File: src/common/cpu_pkg.sv
package cpu_pkg;

    // ==================================================================
    // Widths and basic types
    // ==================================================================
    typedef logic [15:0] word_t;
    typedef logic [15:0] instr_t;
    typedef logic [7:0]  addr_t;
    typedef logic [3:0]  reg_idx_t;

    // Opcodes live in bits 15..12
    typedef enum logic [3:0] {
        OP_NOP   = 4'h0,
        OP_ADD   = 4'h1,
        OP_CMP   = 4'h2,
        OP_LOAD  = 4'h3,
        OP_STORE = 4'h4,
        OP_BZ    = 4'h5,
        OP_HALT  = 4'h7,
        OP_ADDI  = 4'h8,
        OP_SUB   = 4'hd
    } opcode_e;

    typedef enum logic {
        ST_IDLE = 1'b0,
        ST_RUN  = 1'b1
    } run_state_e;

    // Where an execute operand comes from
    typedef enum logic [1:0] {
        FWD_REG = 2'b00,
        FWD_MEM = 2'b01,
        FWD_WB  = 2'b10
    } fwd_sel_e;

    localparam instr_t NOP_INSTR = 16'h0000;

    // ==================================================================
    // Instruction classes
    // ==================================================================
    function automatic opcode_e op_of(instr_t instr);
        return opcode_e'(instr[15:12]);
    endfunction

    function automatic logic writes_reg(opcode_e op);
        return op inside {OP_ADD, OP_SUB, OP_CMP, OP_ADDI, OP_LOAD};
    endfunction

    function automatic logic sets_zero(opcode_e op);
        return op inside {OP_ADD, OP_SUB, OP_CMP, OP_ADDI};
    endfunction

    function automatic logic reads_rs2(opcode_e op);
        return op inside {OP_ADD, OP_SUB, OP_CMP};
    endfunction

    // ADDI accumulates into rd
    function automatic reg_idx_t rs1_of(instr_t instr);
        return (op_of(instr) == OP_ADDI) ? instr[11:8] : instr[7:4];
    endfunction

endpackage

File: src/core/fetch_unit.sv
`timescale 1ns/1ps

module fetch_unit #(
    parameter cpu_pkg::addr_t RESET_PC = 8'h00
) (
    input  logic              clk,
    input  logic              reset,
    input  logic              start,
    input  logic              halt_wb,
    input  logic              stall,
    input  logic              branch_taken,
    input  cpu_pkg::addr_t    branch_target,
    input  cpu_pkg::instr_t   instruction,
    output cpu_pkg::addr_t    i_addr,
    output cpu_pkg::instr_t   instr_id,
    output logic              running
);

    cpu_pkg::run_state_e state;
    cpu_pkg::run_state_e state_next;

    // ==================================================================
    // Run control
    // ==================================================================
    always_comb begin
        state_next = state;
        case (state)
            cpu_pkg::ST_IDLE: if (start) state_next = cpu_pkg::ST_RUN;
            cpu_pkg::ST_RUN:  if (halt_wb) state_next = cpu_pkg::ST_IDLE;
            default:          state_next = cpu_pkg::ST_IDLE;
        endcase
    end

    always_ff @(posedge clk or posedge reset) begin
        if (reset) begin
            state <= cpu_pkg::ST_IDLE;
        end else begin
            state <= state_next;
        end
    end

    assign running = (state == cpu_pkg::ST_RUN);

    // ==================================================================
    // Program counter and fetch-to-decode register
    // ==================================================================
    always_ff @(posedge clk or posedge reset) begin
        if (reset) begin
            i_addr   <= RESET_PC;
            instr_id <= cpu_pkg::NOP_INSTR;
        end else if (running) begin
            if (branch_taken) begin
                // Redirect and drop the instruction fetched this cycle
                i_addr   <= branch_target;
                instr_id <= cpu_pkg::NOP_INSTR;
            end else if (!stall) begin
                i_addr   <= i_addr + 8'd1;
                instr_id <= instruction;
            end
            // Load-use stall holds both
        end
    end

endmodule

File: src/core/reg_file.sv
`timescale 1ns/1ps

module reg_file (
    input  logic                clk,
    input  logic                reset,
    input  logic                we,
    input  cpu_pkg::reg_idx_t   wr_idx,
    input  cpu_pkg::word_t      wr_data,
    input  cpu_pkg::reg_idx_t   rd_idx_a,
    input  cpu_pkg::reg_idx_t   rd_idx_b,
    input  cpu_pkg::reg_idx_t   rd_idx_s,
    output cpu_pkg::word_t      rd_a,
    output cpu_pkg::word_t      rd_b,
    output cpu_pkg::word_t      rd_s,
    output cpu_pkg::word_t      r15
);

    cpu_pkg::word_t regs [16];

    // Register 0 reads as zero and a write in flight is seen at once
    function automatic cpu_pkg::word_t read_port(cpu_pkg::reg_idx_t idx,
                                                 cpu_pkg::word_t stored);
        if (idx == 4'h0) begin
            return '0;
        end
        if (we && (idx == wr_idx)) begin
            return wr_data;
        end
        return stored;
    endfunction

    always_ff @(posedge clk or posedge reset) begin
        if (reset) begin
            for (int i = 0; i < 16; i++) begin
                regs[i] <= '0;
            end
        end else if (we && (wr_idx != 4'h0)) begin
            regs[wr_idx] <= wr_data;
        end
    end

    always_comb begin
        rd_a = read_port(rd_idx_a, regs[rd_idx_a]);
        rd_b = read_port(rd_idx_b, regs[rd_idx_b]);
        rd_s = read_port(rd_idx_s, regs[rd_idx_s]);
    end

    assign r15 = regs[15];

endmodule

File: src/core/decode_stage.sv
`timescale 1ns/1ps

module decode_stage (
    input  logic                clk,
    input  logic                reset,
    input  logic                running,
    input  logic                stall,
    input  logic                branch_taken,
    input  cpu_pkg::instr_t     instr_id,
    input  logic                wb_we,
    input  cpu_pkg::reg_idx_t   wb_idx,
    input  cpu_pkg::word_t      wb_data,
    output cpu_pkg::instr_t     instr_ex,
    output cpu_pkg::word_t      op_a,
    output cpu_pkg::word_t      op_b,
    output cpu_pkg::word_t      op_s,
    output cpu_pkg::word_t      r15
);

    cpu_pkg::opcode_e   op_id;
    cpu_pkg::reg_idx_t  idx_a;
    cpu_pkg::reg_idx_t  idx_b;
    cpu_pkg::reg_idx_t  idx_s;
    cpu_pkg::word_t     val_a;
    cpu_pkg::word_t     val_b;
    cpu_pkg::word_t     val_s;
    logic               bubble;

    // Source register selection
    assign op_id = cpu_pkg::op_of(instr_id);
    assign idx_a = cpu_pkg::rs1_of(instr_id);
    assign idx_b = cpu_pkg::reads_rs2(op_id) ? instr_id[3:0] : 4'h0;
    // STORE keeps its data register in the rd field
    assign idx_s = instr_id[11:8];

    reg_file u_reg_file (
        .clk      (clk),
        .reset    (reset),
        .we       (wb_we),
        .wr_idx   (wb_idx),
        .wr_data  (wb_data),
        .rd_idx_a (idx_a),
        .rd_idx_b (idx_b),
        .rd_idx_s (idx_s),
        .rd_a     (val_a),
        .rd_b     (val_b),
        .rd_s     (val_s),
        .r15      (r15)
    );

    assign bubble = branch_taken || stall;

    // ==================================================================
    // Decode-to-execute register
    // ==================================================================
    always_ff @(posedge clk or posedge reset) begin
        if (reset) begin
            instr_ex <= cpu_pkg::NOP_INSTR;
        end else if (running) begin
            instr_ex <= bubble ? cpu_pkg::NOP_INSTR : instr_id;
        end
    end

    always_ff @(posedge clk) begin
        if (running) begin
            op_a <= bubble ? '0 : val_a;
            op_b <= bubble ? '0 : val_b;
            op_s <= bubble ? '0 : val_s;
        end
    end

endmodule

File: src/core/hazard_unit.sv
`timescale 1ns/1ps

module hazard_unit (
    input  cpu_pkg::instr_t     instr_id,
    input  cpu_pkg::instr_t     instr_ex,
    input  cpu_pkg::instr_t     instr_mem,
    input  cpu_pkg::instr_t     instr_wb,
    output logic                stall,
    output cpu_pkg::fwd_sel_e   fwd_a,
    output cpu_pkg::fwd_sel_e   fwd_b,
    output cpu_pkg::fwd_sel_e   fwd_s
);

    cpu_pkg::opcode_e   op_id;
    cpu_pkg::reg_idx_t  load_rd;
    logic               ex_is_load;
    logic               id_uses_rs1;

    // Memory stage is younger than write-back, so it wins
    function automatic cpu_pkg::fwd_sel_e source_of(cpu_pkg::reg_idx_t src,
                                                    cpu_pkg::instr_t mem,
                                                    cpu_pkg::instr_t wb);
        if (cpu_pkg::writes_reg(cpu_pkg::op_of(mem)) && (mem[11:8] != 4'h0)
                && (mem[11:8] == src)) begin
            return cpu_pkg::FWD_MEM;
        end
        if (cpu_pkg::writes_reg(cpu_pkg::op_of(wb)) && (wb[11:8] != 4'h0)
                && (wb[11:8] == src)) begin
            return cpu_pkg::FWD_WB;
        end
        return cpu_pkg::FWD_REG;
    endfunction

    // ==================================================================
    // Load-use detection
    // ==================================================================
    assign op_id       = cpu_pkg::op_of(instr_id);
    assign load_rd     = instr_ex[11:8];
    assign ex_is_load  = (cpu_pkg::op_of(instr_ex) == cpu_pkg::OP_LOAD) && (load_rd != 4'h0);
    assign id_uses_rs1 = op_id inside {cpu_pkg::OP_ADD, cpu_pkg::OP_SUB, cpu_pkg::OP_CMP,
                                       cpu_pkg::OP_ADDI, cpu_pkg::OP_LOAD, cpu_pkg::OP_STORE};

    assign stall = ex_is_load && (
        (id_uses_rs1 && (cpu_pkg::rs1_of(instr_id) == load_rd)) ||
        (cpu_pkg::reads_rs2(op_id) && (instr_id[3:0] == load_rd)) ||
        ((op_id == cpu_pkg::OP_STORE) && (instr_id[11:8] == load_rd)));

    // Operand sources for the instruction in execute
    assign fwd_a = source_of(cpu_pkg::rs1_of(instr_ex), instr_mem, instr_wb);
    assign fwd_b = source_of(instr_ex[3:0], instr_mem, instr_wb);
    assign fwd_s = source_of(instr_ex[11:8], instr_mem, instr_wb);

endmodule

File: src/core/execute_stage.sv
`timescale 1ns/1ps

module execute_stage (
    input  logic                clk,
    input  logic                reset,
    input  logic                running,
    input  logic                branch_taken,
    input  cpu_pkg::instr_t     instr_ex,
    input  cpu_pkg::word_t      op_a,
    input  cpu_pkg::word_t      op_b,
    input  cpu_pkg::word_t      op_s,
    input  cpu_pkg::fwd_sel_e   fwd_a,
    input  cpu_pkg::fwd_sel_e   fwd_b,
    input  cpu_pkg::fwd_sel_e   fwd_s,
    input  cpu_pkg::word_t      mem_result,
    input  cpu_pkg::word_t      wb_data,
    output cpu_pkg::instr_t     instr_mem,
    output cpu_pkg::word_t      alu_out,
    output cpu_pkg::word_t      store_data,
    output logic                zero_flag
);

    cpu_pkg::opcode_e   op_ex;
    cpu_pkg::word_t     a_fwd;
    cpu_pkg::word_t     b_fwd;
    cpu_pkg::word_t     s_fwd;
    cpu_pkg::word_t     alu_a;
    cpu_pkg::word_t     alu_b;
    cpu_pkg::word_t     alu_res;

    function automatic cpu_pkg::word_t pick(cpu_pkg::fwd_sel_e sel,
                                            cpu_pkg::word_t reg_val);
        case (sel)
            cpu_pkg::FWD_MEM: return mem_result;
            cpu_pkg::FWD_WB:  return wb_data;
            default:          return reg_val;
        endcase
    endfunction

    // ==================================================================
    // Forwarding and operand selection
    // ==================================================================
    assign op_ex = cpu_pkg::op_of(instr_ex);

    always_comb begin
        a_fwd = pick(fwd_a, op_a);
        b_fwd = pick(fwd_b, op_b);
        s_fwd = pick(fwd_s, op_s);
    end

    always_comb begin
        case (op_ex)
            cpu_pkg::OP_ADD, cpu_pkg::OP_SUB, cpu_pkg::OP_CMP:
                alu_b = b_fwd;
            cpu_pkg::OP_ADDI:
                alu_b = {{8{instr_ex[7]}}, instr_ex[7:0]};
            cpu_pkg::OP_LOAD, cpu_pkg::OP_STORE:
                alu_b = {12'h000, instr_ex[3:0]};
            cpu_pkg::OP_BZ:
                alu_b = {8'h00, instr_ex[7:0]};
            default:
                alu_b = '0;
        endcase
    end

    // Branch target passes through as 0 + target
    assign alu_a   = (op_ex == cpu_pkg::OP_BZ) ? '0 : a_fwd;
    assign alu_res = (op_ex inside {cpu_pkg::OP_SUB, cpu_pkg::OP_CMP}) ? alu_a - alu_b
                                                                        : alu_a + alu_b;

    // ==================================================================
    // Execute-to-memory register
    // ==================================================================
    always_ff @(posedge clk or posedge reset) begin
        if (reset) begin
            instr_mem <= cpu_pkg::NOP_INSTR;
            zero_flag <= 1'b0;
        end else if (running) begin
            instr_mem <= branch_taken ? cpu_pkg::NOP_INSTR : instr_ex;
            if (!branch_taken && cpu_pkg::sets_zero(op_ex)) begin
                zero_flag <= (alu_res == '0);
            end
        end
    end

    always_ff @(posedge clk) begin
        if (running) begin
            alu_out    <= alu_res;
            store_data <= s_fwd;
        end
    end

endmodule

File: src/core/memory_stage.sv
`timescale 1ns/1ps

module memory_stage (
    input  logic                clk,
    input  logic                reset,
    input  logic                running,
    input  cpu_pkg::instr_t     instr_mem,
    input  cpu_pkg::word_t      alu_out,
    input  cpu_pkg::word_t      store_data,
    input  logic                zero_flag,
    input  cpu_pkg::word_t      d_rdata,
    output cpu_pkg::addr_t      d_addr,
    output cpu_pkg::word_t      d_wdata,
    output logic                d_we,
    output logic                branch_taken,
    output cpu_pkg::addr_t      branch_target,
    output cpu_pkg::instr_t     instr_wb,
    output logic                wb_we,
    output cpu_pkg::reg_idx_t   wb_idx,
    output cpu_pkg::word_t      wb_data,
    output logic                halt_wb
);

    cpu_pkg::opcode_e op_mem;
    cpu_pkg::opcode_e op_wb;

    assign op_mem = cpu_pkg::op_of(instr_mem);
    assign op_wb  = cpu_pkg::op_of(instr_wb);

    // Data port
    assign d_addr  = alu_out[7:0];
    assign d_wdata = store_data;
    // A store behind a HALT is dropped
    assign d_we    = running && (op_mem == cpu_pkg::OP_STORE) && !halt_wb;

    assign branch_taken  = (op_mem == cpu_pkg::OP_BZ) && zero_flag;
    assign branch_target = alu_out[7:0];

    always_ff @(posedge clk or posedge reset) begin
        if (reset) begin
            instr_wb <= cpu_pkg::NOP_INSTR;
        end else if (running) begin
            instr_wb <= instr_mem;
        end
    end

    always_ff @(posedge clk) begin
        if (running) begin
            wb_data <= (op_mem == cpu_pkg::OP_LOAD) ? d_rdata : alu_out;
        end
    end

    // Write-back controls
    assign wb_we   = running && cpu_pkg::writes_reg(op_wb);
    assign wb_idx  = instr_wb[11:8];
    assign halt_wb = (op_wb == cpu_pkg::OP_HALT);

endmodule

File: src/verilog/cpu_top.sv
`timescale 1ns/1ps

module cpu_top #(
    parameter cpu_pkg::addr_t RESET_PC = 8'h00
) (
    input  logic              clk,
    input  logic              reset,
    input  logic              start,
    input  cpu_pkg::instr_t   instruction,
    input  cpu_pkg::word_t    d_rdata,
    output cpu_pkg::addr_t    i_addr,
    output cpu_pkg::addr_t    d_addr,
    output cpu_pkg::word_t    d_wdata,
    output logic              d_we,
    output cpu_pkg::word_t    result,
    output logic              running
);

    // Pipeline instructions
    cpu_pkg::instr_t    instr_id;
    cpu_pkg::instr_t    instr_ex;
    cpu_pkg::instr_t    instr_mem;
    cpu_pkg::instr_t    instr_wb;

    // Datapath between stages
    cpu_pkg::word_t     op_a;
    cpu_pkg::word_t     op_b;
    cpu_pkg::word_t     op_s;
    cpu_pkg::word_t     alu_out;
    cpu_pkg::word_t     store_data;
    logic               zero_flag;
    cpu_pkg::word_t     wb_data;
    cpu_pkg::reg_idx_t  wb_idx;
    logic               wb_we;

    // Control
    logic               stall;
    logic               branch_taken;
    cpu_pkg::addr_t     branch_target;
    logic               halt_wb;
    cpu_pkg::fwd_sel_e  fwd_a;
    cpu_pkg::fwd_sel_e  fwd_b;
    cpu_pkg::fwd_sel_e  fwd_s;

    fetch_unit #(.RESET_PC(RESET_PC)) u_fetch (
        .clk(clk), .reset(reset), .start(start), .halt_wb(halt_wb), .stall(stall),
        .branch_taken(branch_taken), .branch_target(branch_target),
        .instruction(instruction), .i_addr(i_addr), .instr_id(instr_id), .running(running)
    );

    decode_stage u_decode (
        .clk(clk), .reset(reset), .running(running), .stall(stall),
        .branch_taken(branch_taken), .instr_id(instr_id), .wb_we(wb_we), .wb_idx(wb_idx),
        .wb_data(wb_data), .instr_ex(instr_ex), .op_a(op_a), .op_b(op_b), .op_s(op_s),
        .r15(result)
    );

    hazard_unit u_hazard (
        .instr_id(instr_id), .instr_ex(instr_ex), .instr_mem(instr_mem),
        .instr_wb(instr_wb), .stall(stall), .fwd_a(fwd_a), .fwd_b(fwd_b), .fwd_s(fwd_s)
    );

    execute_stage u_execute (
        .clk(clk), .reset(reset), .running(running), .branch_taken(branch_taken),
        .instr_ex(instr_ex), .op_a(op_a), .op_b(op_b), .op_s(op_s),
        .fwd_a(fwd_a), .fwd_b(fwd_b), .fwd_s(fwd_s), .mem_result(alu_out),
        .wb_data(wb_data), .instr_mem(instr_mem), .alu_out(alu_out),
        .store_data(store_data), .zero_flag(zero_flag)
    );

    memory_stage u_memory (
        .clk(clk), .reset(reset), .running(running), .instr_mem(instr_mem),
        .alu_out(alu_out), .store_data(store_data), .zero_flag(zero_flag),
        .d_rdata(d_rdata), .d_addr(d_addr), .d_wdata(d_wdata), .d_we(d_we),
        .branch_taken(branch_taken), .branch_target(branch_target), .instr_wb(instr_wb),
        .wb_we(wb_we), .wb_idx(wb_idx), .wb_data(wb_data), .halt_wb(halt_wb)
    );

endmodule

File: config.mk
export PLATFORM = sky130hd
export DESIGN_NAME = cpu_top
export DESIGN_NICKNAME = d
export VERILOG_FILES = /design/src/common/cpu_pkg.sv /design/src/core/fetch_unit.sv /design/src/core/reg_file.sv /design/src/core/decode_stage.sv /design/src/core/hazard_unit.sv /design/src/core/execute_stage.sv /design/src/core/memory_stage.sv /design/src/verilog/cpu_top.sv
export SDC_FILE = /design/constraint.sdc
export NUM_CORES = 1
export LEC_CHECK = 0
export BUFFER_PORTS_ARGS = -buffer_cell sky130_fd_sc_hd__buf_2
export CAP_MARGIN = 5
export CORE_MARGIN = 2
export CORE_UTILIZATION = 45
export CTS_BUF_LIST = sky130_fd_sc_hd__clkbuf_8
export DETAILED_ROUTE_END_ITERATION = 6
export GPL_TIMING_DRIVEN = 0
export PLACE_DENSITY = 0.61
export SETUP_SLACK_MARGIN = 0.02
export SYNTH_ARGS = -nofsm -noshare
export SYNTH_HDL_FRONTEND = slang
export SYNTH_HIERARCHICAL = 1
export SYNTH_SLANG_ARGS = --single-unit
File: constraint.sdc
create_clock -name clk -period 17.35 [get_ports clk]
set_clock_uncertainty 0.1 [all_clocks]
set_input_delay 4.3375 -clock clk [delete_from_list [all_inputs] [get_ports clk]]
set_output_delay 4.3375 -clock clk [all_outputs]
set_load 0.02 [all_outputs]
==> results of run 1 <==
layout by cell type (no fill, tap or decap), types with 53 or more instances in the layout:
master,count
sky130_fd_sc_hd__buf_2,164
sky130_fd_sc_hd__mux4_2,96
sky130_fd_sc_hd__xnor2_1,57
sky130_fd_sc_hd__dfrtp_1,313
sky130_fd_sc_hd__clkbuf_8,88
sky130_fd_sc_hd__o22ai_1,126
sky130_fd_sc_hd__mux2i_1,203
sky130_fd_sc_hd__edfxtp_1,96
sky130_fd_sc_hd__buf_4,74
sky130_fd_sc_hd__a211oi_1,53
sky130_fd_sc_hd__o21ai_0,66
sky130_fd_sc_hd__clkbuf_1,86
sky130_fd_sc_hd__nor2_1,75
sky130_fd_sc_hd__mux2_2,257
sky130_fd_sc_hd__inv_1,89
sky130_fd_sc_hd__nand2_1,112
sequential cells by signal, indices dropped and copies added, names as in the netlist:
signal and count:
u_decode/op_s 16, u_memory/wb_data 16, u_fetch/i_addr 8, u_fetch/instr_id 16
u_execute/instr_mem 8, u_decode/u_reg_file/r15 16, u_execute/alu_out 16, u_decode/op_b 16
u_decode/instr_ex 16, u_execute/store_data 16, u_memory/instr_wb 8, u_decode/op_a 16
u_execute/zero_flag 1, u_decode/u_reg_file/regs 240, u_fetch/running 1
layout make-up:
type	count	share of cell area (%)
Antenna cell	3	0.02539
Buffer	290	5.662
Clock buffer	86	4.003
Clock inverter	54	0.9478
Inverter	60	0.7870
Multi-Input combinational cell	1600	47.27
Sequential cell	410	36.33
Tap cell	773	3.271
Timing Repair Buffer	87	1.701
routing by layer:
metal,vias to the layer above,GRT usage (%),part of all wire [%]
met5,-,0,0.028
met4,4,14.56,5.0
met3,267,6.837,7.6
met2,950,48.66,47
met1,10484,39.05,41
li1,9162,-,-
how the worst max path moves through the flow:
stage / end / cells past startpoint
2_1_floorplan: u_decode/u_reg_file/r15[0] / 1
3_3_place_gp: u_decode/u_reg_file/regs[60] / 2
3_5_place_dp: u_execute/zero_flag / 25
4_1_cts: d_we / 5
5_1_grt: d_we / 5
6_report: d_we / 5
critical path: stages (launching register included):
cell and delay (ns):
sky130_fd_sc_hd__dfrtp_4 0.76, sky130_fd_sc_hd__buf_16 0.34, sky130_fd_sc_hd__buf_2 0.22, sky130_fd_sc_hd__buf_2 0.21
sky130_fd_sc_hd__nor4b_1 0.28, sky130_fd_sc_hd__buf_2 0.23
power by group:
| group | internal [mW] | switching [mW] |
|---|---|---|
| Sequential | 1.52 | 0.518 |
| Clock | 0.473 | 0.441 |
| Combinational | 1.71 | 2.25 |
==> results by stage, run 1 <==
Status:
- The run finished with clean final reports.

Critical path:
- The worst register-to-register path has a setup slack of 10.40 ns.
- The kind of critical path is register to output port.
- STA classifies the critical path endpoint as an output port.
- The arrival time of the worst setup path is 2.70 ns.
- The endpoint required time on the critical path is 12.91 ns.
- The launch instance of the worst register-to-register path is u_execute/instr_mem[8].
- The number of cell instances on the worst register-to-register path is 25.
- Of all nets on the critical path, the largest fanout is 68.
- The worst register-to-register path ends at u_execute/zero_flag.
- The timing startpoint of the critical path is u_fetch/running.
- The worst setup path is launched from a register.

Floorplan:
- The starting density of the core is 45.27%.
- The initialized floorplan defines 89 standard-cell rows.
- For this design the top-level I/O count stands at 85.
- The die footprint is 0.06111 sq mm.
- The y dimension of the die is 247.2 microns.
- The total core area is 0.05880 sq mm.
- Measured along the x axis, the die boundary spans 247.2 microns.

Pwr:
- The reported leakage power is 12.32 nW.
- The worst-case IR drop observed on VDD is 0.1382 mV.
- The completed layout was analyzed and its total power is 6.913 mW.
- Power spread over the standard cell area amounts to 233.8 mW/mm^2.

Clock network:
- The CTS tree is built.
- The clock reaches the later pin of the worst-skew pair after 0.70 ns.
- For this design, the CTS-stage hold fixing added 0 buffers.
- The buffer cell driving the clock tree root is sky130_fd_sc_hd__clkbuf_8.
- The number of CTS-inserted buffers is 78.
- The clock drives 410 sinks.
- The clock transition at the register clock pins on the worst setup and hold paths after CTS is 0.06 ns.
- The number of cells upsized or downsized after cts is 0.
- The buffer levels on the longest clock path is 3.
- The total setup buffers inserted after CTS is 0.
- The number of levels in the clock H-tree is 3.

Final layout:
- The share of final-layout standard cells stronger than drive strength 1 is 30.46%.
- The final net count is 2586.
- After filler insertion, the fill cell instance count of the layout stands at 5380.
- The finished cells cover 0.02957 sq mm.
- The layout-stage area growth over the synthesis result is 11.09%.
- Summing all flip-flop and latch instances after layout gives 0.01074 sq mm.
- The utilization of the core after routing is 50.29%.
- The area of the multi-input gates is 0.01398 sq mm.
- The finished layout holds 3363 standard cells, fillers aside.

Placed design:
- Before CTS, the worst setup slack after placement is 10.46 ns.
- The count of buffers added on input and output ports is 84.
- The total cell area at the placement stage is 0.02810 sq mm.
- The congestion estimate from routability-driven global placement came to 0.9682.
- The placed wire-length estimate after detailed placement is 68.88 mm.
- The number of placed instances, taps included is 3220.

Min path:
- The worst min-delay path category is register to register.
- In this run the most critical hold path is launched from u_decode/u_reg_file/regs[241].
- The end of the worst hold path is u_decode/u_reg_file/regs[241].
- The worst hold path depth is 1.

Drt:
- The first-iteration detailed-routing DRC count is 2117.
- The wire length after detailed routing is 92.15 mm.
- The number of remaining DRC errors is 0.
- The routed via count divided by cell count is 6.205.
- The count of nets left with antenna violations once routing finished came out at 0.
- The total number of vias is 20867.
- The detailed-routing iteration count for the pre-antenna-repair pass is 6.
- The average routed wire per standard cell is 27.40 microns.

STA:
- For the pin with the worst max-slew slack, the measured transition is 0.9831 ns.
- The accumulated negative setup slack is 0 ns.
- The max-slew violation count came to 0.
- In this run the tightest slew margin relative to its limit is 34.39%.
- Setup repair after global routing left no endpoint under its margin.
- The worst path needs 7.141 ns of the cycle, external delays included.
- After layout, the worst setup slack is 10.21 ns.
- The total of endpoints with negative setup slack in the final report is 0.
- The part of the cycle the worst path needs is 41.16%.
- The final-report hold violation count came to 0.
- Final hold analysis gives a worst-case slack of 0.4020 ns.
- Timing would allow up to 140.0 MHz.

GRT:
- The first global-routing pass estimated 136.5 mm of wire.
- The number of antenna violations at the first check in global routing is 5.
- The via count of the first global-routing pass was 21224.
- The remaining global-route overflow is 0.
- Entering global routing, the biggest net connects 113 pins.
- Global routing used 30.41% of the available tracks.

Yosys:
- The total standard cell area after synthesis is 0.02662 sq mm.
- Counting every instance in the synthesized netlist gives 2360.
- The total nets after synthesis is 2419.
- After synthesis, the mean cell area works out to 11.28 sq um.
- The number of warning messages in the yosys log is 6.

Run:
- Max-cap violations in this run came to 0.
No activity file was read; power rests on OpenSTA's default activity.
==> run 2, diff against run 1 <==
ABC_AREA = 1   (was default)
clock period = 7.1 ns   (was 17.35 ns; I/O delays follow)
==> run 2 against run 1 <==
Hold slack lost 0.044 ns; synthesized cell count grew 85%; synthesized area grew 6.9%; core utilization grew 0.081 points; non-clock buffer count grew 60; critical path depth grew 26; first-iteration DRC count grew 140%; setup slack lost 8.6 ns.
==> results by stage, run 2 <==
Critical path:
- Data arrives at the worst endpoint at 6.02 ns.
- The largest incremental delay on the critical path is 0.46 ns.
- The slowest stage of the critical path belongs to the cell sky130_fd_sc_hd__dfrtp_1.
- Data on the critical path is required at its endpoint by 7.62 ns.
- The critical path in this run is classified as register to register.
- The kind of end point of the critical path is a register.
- Across all register-to-register paths, the minimum setup slack is 1.61 ns.
- Along the worst path, the maximum fanout reaches 10.
- STA classifies the critical path startpoint as a register.
- In this design, the critical path's most frequently occurring cell is sky130_fd_sc_hd__nand2_1.

Drt:
- Wires add up to 135.0 mm.
- The first-iteration detailed-routing DRC count is 5040.
- The detailed-routing iteration count for the pre-antenna-repair pass is 6.
- The total number of vias is 31011.
- Once detail routing completed, the nets flagged for antenna violations numbered 0.
- In the routed layout, each cell is associated on average with a via count of 5.681.
- The number of remaining DRC errors is 0.
- After detailed routing, the average wire length per cell comes to 24.73 microns.

GRT:
- The via count of the first global-routing pass is 28234.
- The remaining global-route overflow is 0.
- The pin count of the biggest net entering global routing is 68.
- Global routing used 40.65% of the available tracks across all layers.
- In the global route stage, met1 resource usage came out at 57.57%.
- After global routing, the most crowded layer is met2.
- The first global-routing pass estimated 193.9 mm of wire.
- The met3 track demand over resource is 9.279%.
- The number of antenna violations at the first check in global routing was 6.
- The met2 track demand over resource is 57.79%.

Final layout:
- Relative to the synthesized area, the layout overhead comes to 11.24%.
- In the final layout, the share of cells above drive strength 1 is 11.18%.
- The register with the most flip-flops in the layout has 240 of them.
- In the layout the commonest cells are sky130_fd_sc_hd__nand2_1 (1568), sky130_fd_sc_hd__nand3_1 (614), sky130_fd_sc_hd__inv_1 (434).
- The final net count is 4608.
- The library cell used most frequently in the layout, excluding fill and tap cells, is sky130_fd_sc_hd__nand2_1.
- The count of fill cells added during filler insertion is 6707.
- The largest register by flop count is u_decode/u_reg_file/regs.

Floorplan:
- The die is 255.5 microns wide.
- The die footprint is 0.06528 sq mm.
- The initialized floorplan defines 92 standard-cell rows.
- The number of ports placed on the die boundary is 85.
- The floorplan step defined a core boundary enclosing 0.06285 sq mm.
- The starting density of the core is 45.28%.
- The die is 255.5 microns tall.

Min path:
- In this run the worst hold path is classified as register to register.

STA:
- Setup violations remaining at the end of the flow were counted as 0.
- The final-layout worst hold slack is 0.3582 ns.
- The accumulated negative setup slack is 0 ns.
- For the pin with the worst max-slew slack, the measured transition is 1.405 ns.
- The final-report hold violation count is 0.
- The routed design could run at a clock period as short as 5.494 ns.
- Timing would allow up to 182.0 MHz.
- The max-slew violation count is 0.
- Measured against its own limit, the worst slew margin works out to 6.316%.
- Setup repair after global routing left no endpoint under its margin.
- After layout, the worst path uses 77.39% of the clock period.

Yosys:
- The total nets after synthesis is 4434.
- The total standard cell area after synthesis is 0.02846 sq mm.
- The number of warning messages in the yosys log is 6.
- Averaged over all synthesized cells, the footprint is 6.505 sq um.
- The cell count after synthesis came out at 4375.

Placed design:
- The congestion estimate from routability-driven global placement came to 1.055.
- The number of buffer cells added on primary ports is 84.
- Detailed placement finished with a half-perimeter wire length of 101.4 mm.

Run:
- The tool flagged a number of max-cap violations equal to 0.

Clock network:
- The number of levels in the clock H-tree is 3.
- The CTS tree is built.
- The number of CTS-inserted buffers is 78.
- CTS saw 410 sinks.
- Clock-pin slew was measured on the worst setup and hold paths at 0.06 ns.
- The root buffer cell chosen for the clock tree is sky130_fd_sc_hd__clkbuf_8.
- The later-pin clock latency in the skew report is 0.69 ns.
- Counting along the longest clock path gives a buffer depth of 3.
- Post-CTS repair changed the size of 0 cells.
- The hold buffer count at CTS is 0.
- The total setup buffers inserted after CTS is 0.

Status:
- The run finished with clean final reports.
run 2: final timing paths:
path / startpoint / endpoint / cells after the start
setup / recovery: u_execute/instr_mem[14] / u_execute/zero_flag / 31
hold / removal: u_decode/u_reg_file/regs[250] / u_decode/u_reg_file/regs[250] / 1
setup reg to reg: u_execute/instr_mem[14] / u_execute/zero_flag / 31
hold reg to reg: u_decode/u_reg_file/regs[250] / u_decode/u_reg_file/regs[250] / 1
max in group asynchronous: reset / u_decode/u_reg_file/r15[9] / 5
min in group asynchronous: reset / u_memory/instr_wb[15] / 2
run 2: per-stage QoR:
step                      utilization [%]  cell area (sq um)  setup slack, ns  std cells
after floorplan                         -              28460            1.853       4375
after global placement              47.64              29940          0.01157       5305
after detailed placement            47.91              30110            1.708       5313
after CTS                           50.30              31610            1.680       5450
after global routing                50.35              31640            1.135       5453
final                               50.37              31660            1.606       5459
run 2: layout make-up:
type                       instances  area (sq um)  area share (%)
sequential                       410         10740           33.94
clock buffer                      89          1225           3.869
tap                              846          1059           3.343
clock inverter                    48         277.8          0.8774
buffer                           343          1747           5.517
antenna                            7         17.52         0.05533
timing repair buffer              94         605.6           1.913
multi-input combinational       3195         14380           45.41
inverter                         427          1608           5.078
run 2: critical path: cells and delay by family (launching register included):
family / cells / cell delay, ns
simple gates: 19 / 2.28
fa+ha+maj: 3 / 1.08
buf+inv: 5 / 0.63
compound gates: 4 / 0.87
flops: 1 / 0.46
run 2: metal layers:
metal | up-vias | wire length [microns]
li1 | 14177 | -
met1 | 14569 | 56470
met2 | 1902 | 55500
met3 | 361 | 15180
met4 | 2 | 7847
met5 | - | 12
Power of run 2 is left out: the tool's default activity adds up to more than one toggle a clock period on the data nets, which glitch-free logic cannot reach.
